===== src/logic/beq_4_pkg.sv =====
package beq_4_pkg;

    // data words and addresses share one width
    typedef logic [31:0] word_t;

    // register number as found in the rs, rt and rd fields
    typedef logic [4:0] reg_idx_t;

    // instruction fields used by the decoder
    typedef logic [5:0] opcode_t;
    typedef logic [5:0] funct_t;

    // opcodes this core understands
    localparam opcode_t OP_SPECIAL = 6'h00;
    localparam opcode_t OP_LW      = 6'h23;
    localparam opcode_t OP_SW      = 6'h2B;
    localparam opcode_t OP_BEQ     = 6'h04;

    // function code of jr under OP_SPECIAL
    localparam funct_t FUNCT_JR = 6'h08;

    // first fetch address after reset
    localparam word_t RESET_VECTOR = 32'hBFC00000;

    // instruction memory depth in words
    localparam int IRAM_WORDS = 4096;

    // fetch keeps running until jr r0 has had its delay slot fetched
    typedef enum logic {
        RUNNING,
        HALTED
    } run_state_t;

    // fetch to decode pipeline register
    typedef struct packed {
        logic  valid;
        word_t pc;
        word_t instr;
    } fetch_decode_t;

    // decode to execute pipeline register, only memory ops are valid here
    typedef struct packed {
        logic     valid;
        logic     is_load;
        logic     is_store;
        reg_idx_t dest;
        word_t    base;
        word_t    offset;
        word_t    store_data;
    } decode_execute_t;

    // register write from execute
    typedef struct packed {
        logic     en;
        reg_idx_t idx;
        word_t    data;
    } reg_write_t;

    // branch or jr resolved in decode
    typedef struct packed {
        logic  taken;
        word_t target;
    } branch_redirect_t;

endpackage


===== src/logic/fetch_stage.sv =====
module fetch_stage (
    input  logic                        clk,
    input  logic                        rst_n,
    input  beq_4_pkg::branch_redirect_t redirect,
    input  beq_4_pkg::word_t            instr_readdata,
    output beq_4_pkg::word_t            instr_address,
    output beq_4_pkg::fetch_decode_t    fd,
    output logic                        active
);

    import beq_4_pkg::*;

    run_state_t state;
    word_t      pc;
    word_t      pc_next;
    logic       halt_req;

    // instruction memory is addressed straight from the pc
    assign instr_address = pc;
    assign active        = (state == RUNNING);

    // redirect applies after the delay slot now being fetched
    assign pc_next  = redirect.taken ? redirect.target : pc + 32'd4;
    // jr to address zero ends the program
    assign halt_req = redirect.taken && (redirect.target == '0);

    always_ff @(posedge clk) begin
        if (!rst_n) begin
            state    <= RUNNING;
            pc       <= RESET_VECTOR;
            fd.valid <= 1'b0;
        end else if (state == RUNNING) begin
            fd.valid <= 1'b1;
            fd.pc    <= pc;
            fd.instr <= instr_readdata;
            pc       <= pc_next;
            // delay slot is captured in fd on this same edge
            if (halt_req) begin
                state <= HALTED;
            end
        end else begin
            // halted, pc holds and nothing new enters decode
            fd.valid <= 1'b0;
        end
    end

endmodule


===== config.mk =====
export PLATFORM = sky130hd
export DESIGN_NAME = fetch_stage
export DESIGN_NICKNAME = d
export VERILOG_FILES = /design/src/logic/beq_4_pkg.sv /design/src/logic/fetch_stage.sv
export SDC_FILE = /design/constraint.sdc
export NUM_CORES = 1
export LEC_CHECK = 0
export ABC_CLOCK_PERIOD_IN_PS = 9600
export BUFFER_PORTS_ARGS = -buffer_cell sky130_fd_sc_hd__buf_2
export CORE_MARGIN = 3
export CORE_UTILIZATION = 52
export DETAILED_ROUTE_END_ITERATION = 10
export MAX_ROUTING_LAYER = met4
export PLACE_DENSITY = 0.85
export SLEW_MARGIN = 25
export SYNTH_ARGS = -nofsm -noshare
export SYNTH_HDL_FRONTEND = slang
export SYNTH_SLANG_ARGS = --single-unit
export TNS_END_PERCENT = 30

===== constraint.sdc =====
create_clock -name clk -period 9.6 [get_ports clk]
set_clock_uncertainty 0.2 [all_clocks]
set_input_delay 0 -clock clk [delete_from_list [all_inputs] [get_ports clk]]
set_output_delay 0 -clock clk [all_outputs]
set_load 0.05 [all_outputs]

==> metrics.yaml <==
status:
  status: "complete, no violations"
setup_path:
  rr_endpoint: "instr_address[18]"
  slowest_delay_ps: 570
  worst-path-buf-inv: 5
  critical_path.most_common_cell: "dlygate4sd3_1"
  slowest_stage: "dlygate4sd3_1"
  worst-setup-path-type: "primary input to flop"
  r2r_start: "instr_address[6]"
  path_delay_family: "buffers and inverters"
  path_depth: 8
  arrival_ps: 3330
  rrSetupSlack_ps: 6450
  required_ps: 9710
  rr_worst_depth: 5
  path_max_fanout: 21
  endpoint_kind: "flop"
  cp-start-kind: "primary input"
  crit_chain: "dlygate4sd3_1, buf_2, inv_1, nor4_1, nand4_1, dlygate4sd3_1, o32ai_1, dlygate4sd3_1"
clock_tree:
  ctsResizeCount: 0
  cts_buffers: 9
  clk_latency_ps: 360
  cts_sinks: 98
  cts_tree: "yes"
  cts_buffer_depth: 2
  clkTransAtPathRegs_ps: 110
  clockRootBuffer: "clkbuf_8"
  post_cts_buffers: 0
  h-tree-depth: 3
worst_hold_path:
  hold_path_depth: 2
  hold_path_class: "primary input to flop"
  hold_start: "instr_readdata[3]"
  min_to: "fd[3]"
global_routing:
  grt_use_met1_pct: 35.72
  antenna_found_initial: 1
  grt_max_degree: 60
  grt_pass1_vias: 3721
  use_met3_pct: 5.609
  overflow: 0
  busiest_layer: "met2"
  grtUsageMet2_pct: 45.98
  grt.total_usage_pct: 28.47
  grt_pass1_wl_um: 18990
drt:
  antenna_left: 0
  routedWlPerCell_um: 18.38
  num_vias: 3975
  firstDrtPassIters: 6
  wl_um: 12400
  drt_iter0_markers: 495
  vias_per_cell: 5.889
  drcViolationCount: 0
power_and_ir_drop:
  swShare_pct: 32.21
  combPwrFrac_pct: 20.2
  clkPwrFrac_pct: 26.7
  internal-power_mw: 0.6327
  p_sw_mw: 0.3006
  leakagePower_nw: 2.348
  ir_drop_mv: 0.1099
  p_seq_share_pct: 53.1
  p_per_area_nw_per_um2: 159.5
timing:
  rsz0062_at_grt: "no"
  slew_headroom_pct: 44.75
  min_period_ps: 3221
  whs_ps: 140.3
  fin_crit_sh_pct: 33.55
  tightestPinTransition_ps: 821.1
  finalSetupViolCount: 0
  fin_tns_setup_ps: 0
  drv_slew: 0
  final_hold_viol_count: 0
  fmax_ghz: 0.3105
flow_run:
  maxCapViolations: 0
logic_synthesis:
  synth_flop_cell: "edfxtp_1"
  synth_edf_count: 64
  async_flop_share_pct: 0
  synth_area_per_cell_um2: 11.84
  netlist_area_um2: 4050
  synth_cell_type_count: 48
  yosysWarnings: 0
  syn_nets: 410
  ys_seq_area_share_pct: 64.26
  synth-seq-cells: 98
  postSynthCellCount: 342
final_layout:
  stdcell_count: 675
  drive_above_1_share_pct: 32.93
  synthToLayoutAreaGrowth_pct: 44.49
  nNetsFinal: 637
floorplan:
  ios: 165
  die_w_um: 94.26
  die_h_um: 94.26
  die-area_um2: 8884
  rows: 31
  core_area_um2: 7408
  start_util_pct: 54.67
placed_design:
  gp_congestion: 0.8773
  post-place-cells: 584
  port_buffers: 164
  hpwl_um: 7704
[kinds of logic (layout without fill, tap and decap cells)]
group | after synthesis | count (layout) | synth area share [%]
AO/OA/AOI/OAI | 85 | 85 | 14.86
multiplexers | 5 | 5 | 1.236
adder cells (fa/ha/maj) | 1 | 1 | 0.3089
AND/OR/NAND/NOR | 122 | 122 | 16.40
buffers and inverters | 31 | 263 | 2.934
other | 0 | 2 | 0
flip-flops | 98 | 98 | 64.26
[per-layer routing]
layer	vias up	share of wire (%)	wire, um
li1	1810	-	-
met1	1902	39	4818
met2	236	49	6129
met3	27	9.7	1201
met4	0	2.1	255
met5	-	0	0
[worst max path at each step]
stage	endpoint	startpoint
after floorplan	fd[0]	state
after global placement	instr_address[30]	instr_address[6]
after detailed placement	instr_address[30]	instr_address[6]
after CTS	state	rst_n
after global routing	state	rst_n
final	state	rst_n
[Yosys cell counts, types with 7 or more instances]
| cell | instances | share of area [%] |
|---|---|---|
| o21ai_0 | 9 | 1.1 |
| nor2_1 | 24 | 2.2 |
| nand3_1 | 17 | 2.1 |
| a21oi_1 | 15 | 1.9 |
| dfxtp_1 | 34 | 17 |
| nand2_1 | 16 | 1.5 |
| clkbuf_1 | 18 | 1.7 |
| o22ai_1 | 7 | 1.1 |
| nor4_1 | 15 | 2.3 |
| a22oi_1 | 12 | 2.2 |
| edfxtp_1 | 64 | 47 |
| inv_1 | 8 | 0.74 |
| nand4_1 | 12 | 1.9 |
| nor3_1 | 10 | 1.2 |
[cell usage in the layout (no fill, tap or decap), drive strengths merged, types with 3 or more instances in the layout]
master | synthesis | final
nand3 | 17 | 17
nor2 | 24 | 24
and4 | 4 | 4
inv | 8 | 11
edfxtp | 64 | 64
dlygate4sd3 | 0 | 73
or2 | 3 | 3
a311oi | 3 | 3
a32o | 3 | 3
o31ai | 6 | 6
a22oi | 12 | 12
dfxtp | 34 | 34
clkinv | 0 | 4
nor4 | 15 | 15
mux2i | 5 | 5
and3 | 5 | 5
buf | 4 | 166
nor3 | 10 | 10
o21ai | 9 | 9
a31oi | 6 | 6
or4 | 6 | 6
clkbuf | 19 | 9
nor2b | 4 | 4
nand2 | 16 | 16
o211ai | 4 | 4
o22ai | 7 | 7
a21oi | 15 | 15
nand4 | 13 | 13
[sequential cells by signal, indices dropped and copies added, names as in the netlist]
signal,flops
fd,65
instr_address,32
state,1
[layout make-up]
class,count,area [um^2]
Sequential cell,98,2603
Timing Repair Buffer,239,1567
Fill cell,464,1556
Multi-Input combinational cell,213,1339
Clock buffer,9,123.9
Tap cell,99,123.9
Clock inverter,7,61.31
Inverter,8,30.03
Antenna cell,2,5.005
[through the flow]
stage	power (mW)	setup WS, ps	cell area (um^2)	util (%)
after floorplan	0.6182	5623	4050	-
after global placement	0.6644	7066	4928	66.53
after detailed placement	0.6672	6968	4928	66.53
after CTS	0.9322	6472	5844	78.89
after global routing	0.9714	6271	5849	78.96
final	0.9333	6379	5852	78.99
[power by group through the flow]
stage               logic [mW]  clock network, mW  registers, mW
global route             0.198              0.275          0.499
detailed placement       0.163                  0          0.504
floorplan               0.0337                  0          0.585
finish                   0.189              0.249          0.495
global placement         0.162                  0          0.502
CTS                      0.186              0.252          0.494
[repair_timing]
item,4_1_cts,5_1_grt
hold buffers,73,0
setup endpoints to repair,0,0
hold endpoints to repair,65,0
Note: power is estimated with default switching activity, not from simulation.
