$ cat config.mk
export PLATFORM = sky130hd
export DESIGN_NAME = decode_stage
export DESIGN_NICKNAME = d
export VERILOG_FILES = /design/src/logic/beq_4_pkg.sv /design/src/logic/decode_stage.sv
export SDC_FILE = /design/constraint.sdc
export NUM_CORES = 1
export LEC_CHECK = 0
export BUFFER_PORTS_ARGS = -buffer_cell sky130_fd_sc_hd__buf_2
export CORE_AREA = 8 8 137 139
export DETAILED_ROUTE_END_ITERATION = 16
export DIE_AREA = 0 0 145 147
export PLACE_DENSITY_LB_ADDON = 0.25
export SLEW_MARGIN = 20
export SYNTH_ARGS = -nofsm -noshare
export SYNTH_HDL_FRONTEND = slang
export SYNTH_SLANG_ARGS = --single-unit
export TNS_END_PERCENT = 50
$ cat constraint.sdc
create_clock -name clk -period 5.1 [get_ports clk]
set_clock_uncertainty 0.2 [all_clocks]
set_input_delay 1.02 -clock clk [delete_from_list [all_inputs] [get_ports clk]]
set_output_delay 1.02 -clock clk [all_outputs]
set_load 0.05 [all_outputs]
$ cat src/logic/beq_4_pkg.sv
package beq_4_pkg;

    // data words and addresses share one width
    typedef logic [31:0] word_t;

    // register number as found in the rs, rt and rd fields
    typedef logic [4:0] reg_idx_t;

    // instruction fields used by the decoder
    typedef logic [5:0] opcode_t;
    typedef logic [5:0] funct_t;

    // opcodes this core understands
    localparam opcode_t OP_SPECIAL = 6'h00;
    localparam opcode_t OP_LW      = 6'h23;
    localparam opcode_t OP_SW      = 6'h2B;
    localparam opcode_t OP_BEQ     = 6'h04;

    // function code of jr under OP_SPECIAL
    localparam funct_t FUNCT_JR = 6'h08;

    // first fetch address after reset
    localparam word_t RESET_VECTOR = 32'hBFC00000;

    // instruction memory depth in words
    localparam int IRAM_WORDS = 4096;

    // fetch keeps running until jr r0 has had its delay slot fetched
    typedef enum logic {
        RUNNING,
        HALTED
    } run_state_t;

    // fetch to decode pipeline register
    typedef struct packed {
        logic  valid;
        word_t pc;
        word_t instr;
    } fetch_decode_t;

    // decode to execute pipeline register, only memory ops are valid here
    typedef struct packed {
        logic     valid;
        logic     is_load;
        logic     is_store;
        reg_idx_t dest;
        word_t    base;
        word_t    offset;
        word_t    store_data;
    } decode_execute_t;

    // register write from execute
    typedef struct packed {
        logic     en;
        reg_idx_t idx;
        word_t    data;
    } reg_write_t;

    // branch or jr resolved in decode
    typedef struct packed {
        logic  taken;
        word_t target;
    } branch_redirect_t;

endpackage

$ cat src/logic/decode_stage.sv
module decode_stage (
    input  logic                        clk,
    input  logic                        rst_n,
    input  beq_4_pkg::fetch_decode_t    fd,
    input  beq_4_pkg::word_t            rs_data,
    input  beq_4_pkg::word_t            rt_data,
    output beq_4_pkg::reg_idx_t         rs_idx,
    output beq_4_pkg::reg_idx_t         rt_idx,
    output beq_4_pkg::branch_redirect_t redirect,
    output beq_4_pkg::decode_execute_t  de
);

    import beq_4_pkg::*;

    // instruction fields
    opcode_t     opcode;
    funct_t      funct;
    logic [15:0] imm;
    word_t       imm_sext;

    // decoded class
    logic is_lw;
    logic is_sw;
    logic is_beq;
    logic is_jr;

    word_t           beq_target;
    decode_execute_t de_next;

    assign opcode   = fd.instr[31:26];
    assign rs_idx   = fd.instr[25:21];
    assign rt_idx   = fd.instr[20:16];
    assign imm      = fd.instr[15:0];
    assign funct    = fd.instr[5:0];
    assign imm_sext = {{16{imm[15]}}, imm};

    // anything not listed here falls through as a nop
    assign is_lw  = (opcode == OP_LW);
    assign is_sw  = (opcode == OP_SW);
    assign is_beq = (opcode == OP_BEQ);
    assign is_jr  = (opcode == OP_SPECIAL) && (funct == FUNCT_JR);

    // offset counts words from the delay slot
    assign beq_target = fd.pc + 32'd4 + (imm_sext << 2);

    always_comb begin
        redirect.taken  = 1'b0;
        redirect.target = beq_target;
        if (fd.valid) begin
            if (is_beq && (rs_data == rt_data)) begin
                redirect.taken = 1'b1;
            end else if (is_jr) begin
                redirect.taken  = 1'b1;
                redirect.target = rs_data;
            end
        end
    end

    // only lw and sw have work left in execute
    always_comb begin
        de_next.valid      = fd.valid && (is_lw || is_sw);
        de_next.is_load    = is_lw;
        de_next.is_store   = is_sw;
        de_next.dest       = rt_idx;
        de_next.base       = rs_data;
        de_next.offset     = imm_sext;
        de_next.store_data = rt_data;
    end

    always_ff @(posedge clk) begin
        if (!rst_n) begin
            de.valid    <= 1'b0;
            de.is_load  <= 1'b0;
            de.is_store <= 1'b0;
        end else begin
            de <= de_next;
        end
    end

endmodule

==> flow_metrics.env <==
export IMPL_status="completed"
export IMPL_syn_avg_cell_area_um2=10.8
export IMPL_cp_start_kind="input port"
export IMPL_synth_most_common_cell="edfxtp_1"
export IMPL_maxSlewViolCount=0
export IMPL_synth_edf_count=85
export IMPL_synth_largest_area_cell="edfxtp_1"
export IMPL_cpMostUsedCell="ha_1"
export IMPL_ios=278
export IMPL_drt_iter0_drc=288
export IMPL_slowest_stage="or4_1"
export IMPL_finalSetupTns_ns=0
export IMPL_syn_inst=523
export IMPL_grt_pass1_wl_mm=29.4
export IMPL_final_nets=965
export IMPL_cts_hold_buffers=0
export IMPL_synth_nets=712
export IMPL_end_kind="output port"
export IMPL_root_buffer="clkbuf_16"
export IMPL_synthTopCellsByArea="edfxtp_1 (45%), ha_1 (13%), xnor2_1 (4.0%)"
export IMPL_stdcell_count=1006
export IMPL_crit_fanout=6
export IMPL_top_layer_used="met4"
export IMPL_syn_area_um2=5660
export IMPL_routed_wl_met3_mm=1.36
export IMPL_slowest_delay_ns=0.50
export IMPL_largestRegisters="de x88"
export IMPL_slew_headroom_pct=45.8
export IMPL_largest_register="de"
export IMPL_min_period_ns=4.90
export IMPL_post_route_period_util_pct=96.0
export IMPL_htree_levels=3
export IMPL_ant_nets=0
export IMPL_grt_pass1_vias=5059
export IMPL_critPathBufInv=2
export IMPL_grt_max_degree=62
export IMPL_clock_path_buffers=2
export IMPL_crit_family="compound AO/OA/AOI/OAI gates"
export IMPL_setup_viol=0
export IMPL_ys_seq_area_share_pct=46.2
export IMPL_synth_common_cells="edfxtp_1 (85), ha_1 (57), nand2_1 (51), a21oi_1 (41), nor2_1 (29)"
export IMPL_nFillCells=1645
export IMPL_antenna_found_initial=0
export IMPL_drt_wl_total_mm=19.5
export IMPL_num_antenna_cells=0
export IMPL_finalHoldViolCount=0
export IMPL_cts_buffers=9
export IMPL_power_density_nw_per_um2=361
export IMPL_drive_gt1_share_pct=40.1
export IMPL_rows=48
export IMPL_core_um2=16800
export IMPL_viasPerCell=4.90
export IMPL_post_cts_resized=0
export IMPL_drc_errors=0
export IMPL_fmax_mhz=204
export IMPL_portBuffers=267
export IMPL_drv_cap=0
export IMPL_synth_ff_type="edfxtp_1"
export IMPL_synth_top_area_share_pct=45.1
export IMPL_p_leak_nw=3.44
export IMPL_largest_register_ffs=88
export IMPL_cts_sinks=88
export IMPL_peakVddDrop_mv=0.159
export IMPL_area_delta_synth_final_pct=34.0
export IMPL_hold_class="input port to flip-flop"
export IMPL_place_congestion=0.907
export IMPL_hp_start="fd[20]"
export IMPL_crit_arrival_ns=3.68
export IMPL_synth_cell_types=60
export IMPL_critPathLaunch="fd[11]"
export IMPL_worstSetupPathType="input port to output port"
export IMPL_chipWidth_um=145
export IMPL_cts_setup_buffers=0
export IMPL_cts_tree="built"
export IMPL_critPathRequiredTime_ns=3.88
export IMPL_rsz0062_at_grt="no"
export IMPL_cp_depth=10
export IMPL_path_cells="buf_2 > ha_1 > ha_1 > nand4_1 > or4_1 > o22a_2 > a21o_1 > mux2i_1 > a311oi_2 > buf_12"
export IMPL_initial_core_util_pct=33.8
export IMPL_die_area_um2=21300
export IMPL_multi_input_area_um2=2770
export IMPL_ys_ff_latch=88
export IMPL_avgRoutedWirePerCell_um=19.4
export IMPL_route_met2_wl_mm=9.60
export IMPL_dpl_hpwl_mm=16.4
export IMPL_synth_warnings=0
export IMPL_seqCellArea_um2=2610
export IMPL_crit_end="redirect[23]"
export IMPL_overflow=0
export IMPL_path_clk_slew_ns=0.06
export IMPL_finalPower_mw=2.74
export IMPL_via_count=4934
export IMPL_async_reset_ff_share_pct=0
export IMPL_first_pass_iters=4
export IMPL_dp_cells=990
export IMPL_worst_slew_pin_slew_ns=0.813
export IMPL_die_y_um=147
export IMPL_met1_length_mm=8.30
export IMPL_grtUsageTotal_pct=17.7
-- placed cells by master, fill, tap and decap left out, types with 12 or more instances in the layout --
master,instances
buf_2,259
edfxtp_1,85
nor2_1,29
a21o_1,12
o21ai_0,18
ha_1,57
nor3_1,13
buf_4,19
nand2_1,51
xnor2_1,26
xor2_1,21
a21oi_1,41
-- power breakdown --
| part | switching [mW] | total [mW] | internal (mW) |
|---|---|---|---|
| Sequential | 0.0138 | 0.867 | 0.854 |
| Clock | 0.285 | 0.718 | 0.433 |
| Combinational | 0.814 | 1.15 | 0.336 |
-- kinds of logic (layout without fill, tap and decap cells) --
logic type / after synthesis / after routing / synth area share [%]
xor+xnor: 47 / 47 / 7.28
flops: 88 / 88 / 46.2
compound gates: 119 / 119 / 14.0
fa+ha+maj: 58 / 58 / 13.0
simple gates: 157 / 157 / 13.7
mux: 4 / 4 / 0.708
buf+inv: 50 / 308 / 5.24
-- cell type report --
cell class / instances / share of cell area (%)
inverter: 7 / 0.347
multi-input combinational: 385 / 36.6
clock inverter: 6 / 1.22
clock buffer: 10 / 3.02
sequential: 88 / 34.5
tap: 225 / 3.71
timing repair buffer: 285 / 20.7
-- worst min-delay path by stage --
stage | to | cells past startpoint
after floorplan | de[102] | 1
after global placement | de[97] | 1
after detailed placement | de[100] | 1
after CTS | de[100] | 1
after global routing | de[100] | 1
final | de[100] | 1
-- layer usage --
| layer | GRT usage [%] | vias to the layer above |
|---|---|---|
| li1 | - | 2461 |
| met1 | 21.8 | 2283 |
| met2 | 30.4 | 177 |
| met3 | 4.21 | 13 |
| met4 | 4.47 | 0 |
| met5 | 0 | - |
-- per-stage QoR --
| step | hold slack (ns) | instance area, µm² | utilization, % | setup slack, ns |
|---|---|---|---|---|
| detailed placement | 1.01 | 7240 | 43.2 | 0.0303 |
| floorplan | 0.892 | 5670 | - | -0.270 |
| finish | 0.669 | 7580 | 45.2 | 0.202 |
| CTS | 0.652 | 7570 | 45.2 | 0.0293 |
| global route | 0.653 | 7580 | 45.2 | 0.0114 |
| global placement | 1.01 | 7240 | 43.2 | 0.0461 |
Note: power is estimated with default switching activity, not from simulation.
