--- src/logic/beq_4_pkg.sv ---
package beq_4_pkg;

    // data words and addresses share one width
    typedef logic [31:0] word_t;

    // register number as found in the rs, rt and rd fields
    typedef logic [4:0] reg_idx_t;

    // instruction fields used by the decoder
    typedef logic [5:0] opcode_t;
    typedef logic [5:0] funct_t;

    // opcodes this core understands
    localparam opcode_t OP_SPECIAL = 6'h00;
    localparam opcode_t OP_LW      = 6'h23;
    localparam opcode_t OP_SW      = 6'h2B;
    localparam opcode_t OP_BEQ     = 6'h04;

    // function code of jr under OP_SPECIAL
    localparam funct_t FUNCT_JR = 6'h08;

    // first fetch address after reset
    localparam word_t RESET_VECTOR = 32'hBFC00000;

    // instruction memory depth in words
    localparam int IRAM_WORDS = 4096;

    // fetch keeps running until jr r0 has had its delay slot fetched
    typedef enum logic {
        RUNNING,
        HALTED
    } run_state_t;

    // fetch to decode pipeline register
    typedef struct packed {
        logic  valid;
        word_t pc;
        word_t instr;
    } fetch_decode_t;

    // decode to execute pipeline register, only memory ops are valid here
    typedef struct packed {
        logic     valid;
        logic     is_load;
        logic     is_store;
        reg_idx_t dest;
        word_t    base;
        word_t    offset;
        word_t    store_data;
    } decode_execute_t;

    // register write from execute
    typedef struct packed {
        logic     en;
        reg_idx_t idx;
        word_t    data;
    } reg_write_t;

    // branch or jr resolved in decode
    typedef struct packed {
        logic  taken;
        word_t target;
    } branch_redirect_t;

endpackage

--- src/logic/execute_stage.sv ---
module execute_stage (
    input  beq_4_pkg::decode_execute_t de,
    input  beq_4_pkg::word_t           data_readdata,
    output logic                       data_read,
    output logic                       data_write,
    output beq_4_pkg::word_t           data_address,
    output beq_4_pkg::word_t           data_writedata,
    output beq_4_pkg::reg_write_t      wb
);

    import beq_4_pkg::*;

    logic do_load;
    logic do_store;

    // strobes only for a valid memory op
    assign do_load  = de.valid && de.is_load;
    assign do_store = de.valid && de.is_store;

    assign data_read  = do_load;
    assign data_write = do_store;

    // base plus sign-extended offset
    assign data_address = de.base + de.offset;

    // store data was read in decode
    assign data_writedata = de.store_data;

    // load data comes back in the same cycle and goes straight to the register file
    always_comb begin
        wb.en   = do_load;
        wb.idx  = de.dest;
        wb.data = data_readdata;
    end

endmodule

--- config.mk ---
export PLATFORM = sky130hd
export DESIGN_NAME = execute_stage
export DESIGN_NICKNAME = d
export VERILOG_FILES = /design/src/logic/beq_4_pkg.sv /design/src/logic/execute_stage.sv
export SDC_FILE = /design/constraint.sdc
export NUM_CORES = 1
export LEC_CHECK = 0
export BUFFER_PORTS_ARGS = -buffer_cell sky130_fd_sc_hd__clkbuf_2
export CAP_MARGIN = 20
export CORE_AREA = 2 2 93 95
export DETAILED_ROUTE_END_ITERATION = 7
export DIE_AREA = 0 0 95 97
export GPL_TIMING_DRIVEN = 0
export PLACE_DENSITY = 0.73
export RECOVER_POWER = 25
export REMOVE_ABC_BUFFERS = 1
export SKIP_LAST_GASP = 1
export SYNTH_ARGS = -nofsm -noshare
export SYNTH_HDL_FRONTEND = slang
export SYNTH_SLANG_ARGS = --single-unit
export TNS_END_PERCENT = 20
--- constraint.sdc ---
create_clock -name vclk -period 2.8
set_input_delay 0.42 -clock vclk [all_inputs]
set_output_delay 0.42 -clock vclk [all_outputs]
set_load 0.05 [all_outputs]
==> run_results.csv, run 1 <==
group,metric,value,unit
run_status,status,"finished with violations",
run_status,failed_checks,"setup timing",
layout,final_cell_area,3015,sq um
setup_path,path_class,"input port to output port",
placed_design,post-place-cells,474,
timing,finalMaxSlewViolations,0,
detailed_routing,avgRoutedWirePerCell,27.48,microns
worst_hold_path,holdCritPathClass,"input port to output port",
detailed_routing,finalWirelength,13360,microns
floorplan,die-area,9215,sq um
power_and_ir_drop,p_int,0.3821,mW
power_and_ir_drop,swShare,65.92,%
synth,yosysSeqAreaShare,0,%
placed_design,placed_area,2615,sq um
synth,syn_area_per_cell,7.446,sq um
setup_path,cp-end-kind,"output port",
power_and_ir_drop,pwr-share-seq,0,%
global_route,antenna_found_initial,0,
layout,seqCellArea,0,sq um
power_and_ir_drop,p_leak,1.393,nW
layout,nets,551,
layout,area_growth,16.71,%
synth,synth_area_leader_cell,"buf_4",
floorplan,start_util,31.76,%
timing,max_slew.worst_pin.slew,0.4334,ns
floorplan,die_x,95,microns
setup_path,cp-startpoint,"de[47]",
setup_path,start_kind,"input port",
layout,final_cells,486,
setup_path,worstPathMaxFanout,6,
synth,synthTopCellsByCount,"72 x buf_4, 31 x ha_1, 28 x a21oi_1, 20 x nand2_1, 20 x nor2_1",
detailed_routing,vias_per_cell,5.650,
layout,diodes,0,
timing,finalSetupViolations,17,
timing,post-route-period-util,108.9,%
clocking,ctsHoldBuffers,0,
setup_path,worstPathArrival,2.63,ns
global_route,grt_max_degree,12,
floorplan,core_area,8134,sq um
synth,synth_top_area_share,20.92,%
setup_path,crit_required,2.38,ns
placed_design,post-place-ws,-0.6729,ns
synth,yosysWarnings,0,
layout,seq_cells,0,
layout,drive_gt1_share,41.21,%
global_route,grt_pass1_vias,2626,
synth,yosys.cell_types.count,66,
layout,fillers,827,
global_route,use_met2,42.61,%
timing,rsz0062_at_grt,"true",
timing,post-route-min-period,3.050,ns
layout,multiInputGateArea,2165,sq um
placed_design,gp_congestion,0.9089,
setup_path,crit_path_end,"data_address[30]",
timing,max_slew_margin,70.74,%
synth,netlist_instances,347,
timing,hold_viol,0,
detailed_routing,vias,2746,
placed_design,port_buffers,102,
timing,max_freq,0.3279,GHz
floorplan,rows,33,
floorplan,die_y,97,microns
power_and_ir_drop,power_density,371.8,nW/um^2
power_and_ir_drop,vdd_drop_max,253.6,uV
power_and_ir_drop,p_comb_share,100.0,%
global_route,grt_pass1_wl,17930,microns
floorplan,pin_count,240,
global_route,grt_util_met3,27.34,%
timing,setup_ws,-0.2500,ns
detailed_routing,ant_nets,0,
placed_design,hpwl,11750,microns
detailed_routing,drt_iter0_markers,111,
synth,synth_area,2584,sq um
global_route,grt_overflow,0,
detailed_routing,first_pass_iters,4,
global_route,grtUsageTotal,27.20,%
power_and_ir_drop,p_switching,0.7391,mW
power_and_ir_drop,power.share.clock,0,%
global_route,top_usage_layer,"met2",
synth,synth_area_leaders,"buf_4 21%, ha_1 15%, a21oi_1 5.4%, xnor2_1 4.4%, a21o_1 4.1%",
flow_run,maxCapViolCount,0,
synth,synth_most_common_cell,"buf_4",
layout,clockBufferCount,0,
global_route,grt_use_met1,22.56,%
detailed_routing,drc,0,
==> how the worst min path moves through the flow <==
| stage | start | to | slack, ns | cells after the start |
|---|---|---|---|---|
| floorplan | de[0] | data_writedata[0] | 0.84 | 0 |
| global placement | data_readdata[13] | wb[13] | 0.84 | 0 |
| detailed placement | data_readdata[13] | wb[13] | 0.84 | 0 |
| CTS | data_readdata[13] | wb[13] | 0.84 | 0 |
| global route | data_readdata[13] | wb[13] | 0.84 | 0 |
| finish | data_readdata[13] | wb[13] | 0.84 | 0 |
==> cells in the final DEF, fill, tap and decap left out, types with 5 or more instances in the layout <==
cell	count
and4_1	5
clkbuf_2	88
nand3_1	7
o21ai_0	11
ha_2	5
ha_1	16
xor2_1	9
a21oi_1	27
a21o_1	14
o211ai_1	5
nor2_1	20
nand2_1	19
nand4_1	5
buf_4	15
buf_6	5
inv_1	11
ha_4	10
xnor2_1	13
==> per-layer routing <==
| layer | vias up | wire length [microns] |
|---|---|---|
| met4 | 2 | 714 |
| met2 | 250 | 5828 |
| li1 | 1287 | - |
| met3 | 24 | 3035 |
| met5 | - | 72 |
| met1 | 1183 | 3706 |
==> power groups by stage <==
stage / clock network [mW] / registers [mW] / logic, mW
finish: 0 / 0 / 1.12
global route: 0 / 0 / 1.19
CTS: 0 / 0 / 1.05
detailed placement: 0 / 0 / 0.995
global placement: 0 / 0 / 0.985
floorplan: 0 / 0 / 0.761
==> area by class of cell <==
cell class / count / area share [%]
inverter: 11 / 1.369
multi-input combinational: 256 / 71.78
tap: 105 / 4.357
timing repair buffer: 114 / 22.49
==> worst max-delay path, cell delays in order <==
cell,delay (ns)
clkbuf_2,0.08
ha_2,0.32
a21o_1,0.21
a211o_1,0.36
o311ai_4,0.29
o221ai_2,0.16
or4_1,0.48
nand4_1,0.11
clkbuf_8,0.19
==> metrics by stage <==
stage	hold slack, ns	TNS (ns)	total power [mW]	util, %
floorplan	0.8400	-5.410	0.7614	-
detailed placement	0.8406	-6.295	0.9948	32.15
CTS	0.8406	-2.984	1.048	33.93
finish	0.8403	-2.528	1.121	37.07
global placement	0.8406	-5.635	0.9852	32.15
global route	0.8402	-4.283	1.194	37.07
==> kinds of logic (layout without fill, tap and decap cells) <==
kind of cell	Yosys count	in the layout	share of synthesized area [%]
AO/OA/AOI/OAI	107	107	30.41
buffers and inverters	91	125	25.23
AND/OR/NAND/NOR	89	89	18.79
adder cells (fa/ha/maj)	32	32	15.79
XOR/XNOR	23	23	7.796
multiplexers	5	5	1.986
==> repair_timing <==
action                                  in CTS  in global routing
endpoints found under the hold margin        0                  0
gates resized for setup                     29                 41
endpoints found under the setup margin      20                 21
setup buffers                                3                  9
pin swaps                                   15                 21
No activity file was read; power rests on OpenSTA's default activity.
==> run 2, diff against run 1 <==
ABC_AREA = 1   (was default)
CORE_AREA = 2 2 92 94   (was 2 2 93 95)
DIE_AREA = 0 0 94 96   (was 0 0 95 97)
PLACE_DENSITY = 0.79   (was 0.73)
==> run_results.csv, run 2 <==
group,metric,value,unit
setup_path,worstPathArrival,2.19,ns
clocking,cts_resized,0,
layout,diodes,0,
timing,finalMaxSlewViolations,0,
synth,yosysSeqAreaShare,0,%
floorplan,die_x,94,microns
floorplan,core_area,8051,sq um
layout,seq_cells,0,
setup_path,cp-startpoint,"de[32]",
power_and_ir_drop,power_density,323.1,nW/um^2
setup_path,crit_family,"simple AND/OR/NAND/NOR gates",
floorplan,die_y,96,microns
timing,finalSetupViolations,0,
detailed_routing,vias,3230,
layout,seqCellArea,0,sq um
timing,max_slew_margin,77.48,%
synth,syn_area_per_cell,5.150,sq um
worst_hold_path,hp-start,"data_readdata[26]",
layout,final_cell_area,3047,sq um
layout,clockBufferCount,0,
layout,drive_gt1_share,21.67,%
synth,synth_area,2925,sq um
floorplan,pin_count,240,
detailed_routing,vias_per_cell,4.582,
floorplan,rows,33,
global_route,grt_pass1_wl,19420,microns
setup_path,slowest_delay,0.41,ns
placed_design,post-place-ws,0.08445,ns
power_and_ir_drop,vdd_drop_max,173.7,uV
layout,final_common_cell,"nand2_1",
global_route,grt_overflow,0,
synth,yosysWarnings,0,
placed_design,placed_area,3042,sq um
detailed_routing,first_pass_iters,5,
timing,post-route-period-util,93.07,%
global_route,grtUsageTotal,30.75,%
layout,area_growth,4.149,%
setup_path,worst_path_most_repeated_cell,"nand2_1",
timing,setup_ws,0.1941,ns
timing,hold_viol,0,
run_status,status,"completed",
setup_path,crit_slowest_cell,"fa_2",
synth,synth_area_leaders,"nand2_1 29%, buf_4 18%, inv_1 14%, ha_1 13%, nor2_1 4.9%",
timing,rsz0062_at_grt,"false",
power_and_ir_drop,p_leak,2.165,nW
synth,netlist_instances,568,
timing,max_freq,0.3837,GHz
global_route,grt_pass1_vias,2891,
layout,final_cells,705,
setup_path,start_kind,"input port",
global_route,grt_max_degree,7,
placed_design,port_buffers,102,
placed_design,post-place-cells,705,
setup_path,cp-end-kind,"output port",
power_and_ir_drop,power,0.9843,mW
layout,utilization,37.84,%
detailed_routing,finalWirelength,14230,microns
synth,muxShareOfSynthArea,0,%
floorplan,start_util,36.33,%
synth,synth-adder-area-share,13.94,%
timing,max_slew.worst_pin.slew,0.3393,ns
timing,post-route-min-period,2.606,ns
timing,setup_tns,0,ns
detailed_routing,avgRoutedWirePerCell,20.18,microns
synth,synth_simple_gate_area_share,44.35,%
global_route,antenna_found_initial,0,
synth,synthTopCellsByCount,"223 x nand2_1, 111 x inv_1, 70 x buf_4, 38 x nor2_1, 31 x ha_1",
synth,synth_top_area_share,28.61,%
placed_design,hpwl,13360,microns
setup_path,worstPathMaxFanout,4,
placed_design,gp_congestion,1.000,
clocking,cts_setup_buffers,0,
detailed_routing,drc,0,
setup_path,crit_chain,"clkbuf_2 > ha_1 > fa_2 > nand3_1 > nand3_2 > nand2_1 > nand2_2 > nand2_1 > nand2_2 > nand2_1 > nand3_1 > nand2_1 > clkbuf_2",
worst_hold_path,holdCritPathClass,"input port to output port",
floorplan,die-area,9024,sq um
timing,whs,0.8404,ns
synth,synth_top_family_by_area,"simple AND/OR/NAND/NOR gates",
clocking,ctsHoldBuffers,0,
layout,layout_common_cells,"223 x nand2_1, 111 x inv_1, 101 x clkbuf_2",
synth,synth_area_leader_cell,"nand2_1",
synth,yosys.cell_types.count,21,
flow_run,maxCapViolCount,0,
setup_path,crit_required,2.38,ns
synth,synthXorXnorAreaFrac,4.790,%
detailed_routing,ant_nets,0,
synth,synth_compound_area_share,4.320,%
detailed_routing,drt_iter0_markers,134,
layout,nets,770,
setup_path,path_class,"input port to output port",
setup_path,critPathBufInv,2,
synth,synth_most_common_cell,"nand2_1",
==> run 2: routing by layer <==
metal	share of wire (%)	global-route usage, %
met1	30	26.10
met2	41	46.73
met3	24	32.65
met4	4.7	12.32
met5	0.42	6.548
==> run 2: power breakdown <==
| part | leakage [nW] | internal, mW | switching [mW] |
|---|---|---|---|
| clock network | 0 | 0 | 0 |
| registers | 0 | 0 | 0 |
| logic | 2.17 | 0.269 | 0.716 |
==> run 2: cell type report <==
type                            count  area (sq um)
Fill cell                         969          5005
Tap cell                          105         131.4
Inverter                          114         427.9
Multi-Input combinational cell    384          1974
Timing Repair Buffer              102         513.0
==> run 2: path summary, 6_finish.rpt <==
| kind | cells past startpoint | slack [ns] | to |
|---|---|---|---|
| worst max-delay path | 13 | 0.19 | data_address[20] |
| worst min-delay path | 0 | 0.84 | wb[26] |
==> run 2: kinds of logic after synthesis <==
kind of cell / after synthesis
xor+xnor: 16
simple gates: 313
buf+inv: 184
compound gates: 23
fa+ha+maj: 32
==> run 3, diff against run 2 <==
CAP_MARGIN = default   (was 20)
CORE_AREA = 2 2 94 96   (was 2 2 92 94)
DIE_AREA = 0 0 96 98   (was 0 0 94 96)
PLACE_DENSITY = 0.73   (was 0.79)
clock period = 3.3 ns   (was 2.8 ns; I/O delays follow)
==> run_results.csv, run 3 (synthesis gave the netlist of run 2 again) <==
group,metric,value,unit
run_status,status,"completed",
power_and_ir_drop,swShare,72.94,%
detailed_routing,wl_met3,3168,microns
setup_path,worstPathMaxFanout,4,
setup_path,worstPathArrival,2.38,ns
layout,nets,770,
power_and_ir_drop,power.share.clock,0,%
setup_path,crit_required,2.80,ns
layout,final_common_cell,"nand2_1",
timing,setup_tns,0,ns
timing,post-route-period-util,87.11,%
global_route,grtUsageTotal,29.59,%
floorplan,core_area,8466,sq um
layout,drive_gt1_share,21.50,%
floorplan,pin_count,240,
detailed_routing,finalWirelength,14530,microns
timing,hold_viol,0,
placed_design,gp_congestion,1.045,
placed_design,hpwl,13640,microns
flow_run,maxCapViolCount,0,
detailed_routing,top_layer_used,"met5",
detailed_routing,vias_per_cell,4.657,
timing,finalSetupViolations,0,
placed_design,port_buffers,102,
floorplan,die-area,9408,sq um
power_and_ir_drop,power_density,275.1,nW/um^2
power_and_ir_drop,p_comb_share,100.0,%
setup_path,start_kind,"input port",
worst_hold_path,holdCritPathClass,"input port to output port",
detailed_routing,drt_iter0_markers,159,
global_route,antenna_found_initial,0,
layout,final_cells,708,
timing,post-route-min-period,2.875,ns
layout,area_growth,4.106,%
power_and_ir_drop,p_leak,2.166,nW
detailed_routing,wl_met1,4442,microns
floorplan,start_util,34.56,%
global_route,grt_pass1_vias,2838,
clocking,cts_resized,0,
detailed_routing,met2_length,6223,microns
power_and_ir_drop,vdd_drop_max,124.2,uV
setup_path,cp-end-kind,"output port",
layout,seq_cells,0,
worst_hold_path,min_delay_path_depth,0,
global_route,grt_max_degree,7,
floorplan,rows,34,
timing,max_freq,0.3479,GHz
power_and_ir_drop,p_switching,0.6112,mW
setup_path,path_class,"input port to output port",
detailed_routing,vias,3297,
power_and_ir_drop,p_int,0.2267,mW
floorplan,die_x,96,microns
layout,clockBufferCount,0,
power_and_ir_drop,pwr-share-seq,0,%
floorplan,die_y,98,microns
layout,diodes,0,
clocking,cts_setup_buffers,0,
detailed_routing,first_pass_iters,5,
detailed_routing,drc,0,
layout,seqCellArea,0,sq um
detailed_routing,ant_nets,0,
timing,finalMaxSlewViolations,0,
global_route,grt_overflow,0,
placed_design,post-place-cells,708,
timing,max_slew.worst_pin.slew,0.3461,ns
detailed_routing,avgRoutedWirePerCell,20.52,microns
timing,max_slew_margin,77.03,%
layout,layout_common_cells,"223 x nand2_1, 111 x inv_1, 102 x clkbuf_2",
clocking,ctsHoldBuffers,0,
global_route,grt_pass1_wl,19310,microns
timing,rsz0062_at_grt,"false",
## run 3: power by group through the flow
stage / Clock (mW) / Sequential, mW / Combinational (mW)
final: 0 / 0 / 0.838
after floorplan: 0 / 0 / 0.628
after global routing: 0 / 0 / 0.907
after detailed placement: 0 / 0 / 0.835
after CTS: 0 / 0 / 0.838
after global placement: 0 / 0 / 0.832
## run 3: final timing paths
| path | startpoint | end | slack (ns) |
|---|---|---|---|
| hold / removal | de[13] | data_writedata[13] | 0.99 |
| setup / recovery | de[32] | data_address[28] | 0.43 |
## run 3: metrics by stage
stage	power [mW]	hold WS (ns)	cell area, sq um	setup WS [ns]	util, %
after floorplan	0.6276	0.9900	2400	0.4549	-
final	0.8379	0.9904	3045	0.4254	35.97
after global routing	0.9068	0.9903	3045	0.2601	35.97
after CTS	0.8380	0.9904	3045	0.4259	35.97
after global placement	0.8320	0.9904	3045	0.4221	35.97
after detailed placement	0.8352	0.9904	3045	0.4324	35.97
## run 3: layout make-up
| class | instances | area, sq um |
|---|---|---|
| fill | 1024 | 5420 |
| inverter | 114 | 427.9 |
| multi-input combinational | 384 | 1972 |
| tap | 108 | 135.1 |
| timing repair buffer | 102 | 510.5 |
## run 3: critical path, stage by stage
cell and delay, ns:
clkbuf_2 0.08, ha_1 0.24, fa_1 0.48, nand3_1 0.14, nand3_2 0.08, nand2_1 0.09
nand2_2 0.08, nand2_1 0.08, nand2_2 0.09, nand2_1 0.11, nand3_1 0.07, nand2_1 0.08
clkbuf_2 0.27
## run 3: per-layer routing
layer	GRT usage [%]	vias to the layer above
met3	28.70	26
met5	8.889	-
met4	8.681	4
met1	25.94	1341
met2	46.53	238
li1	-	1688
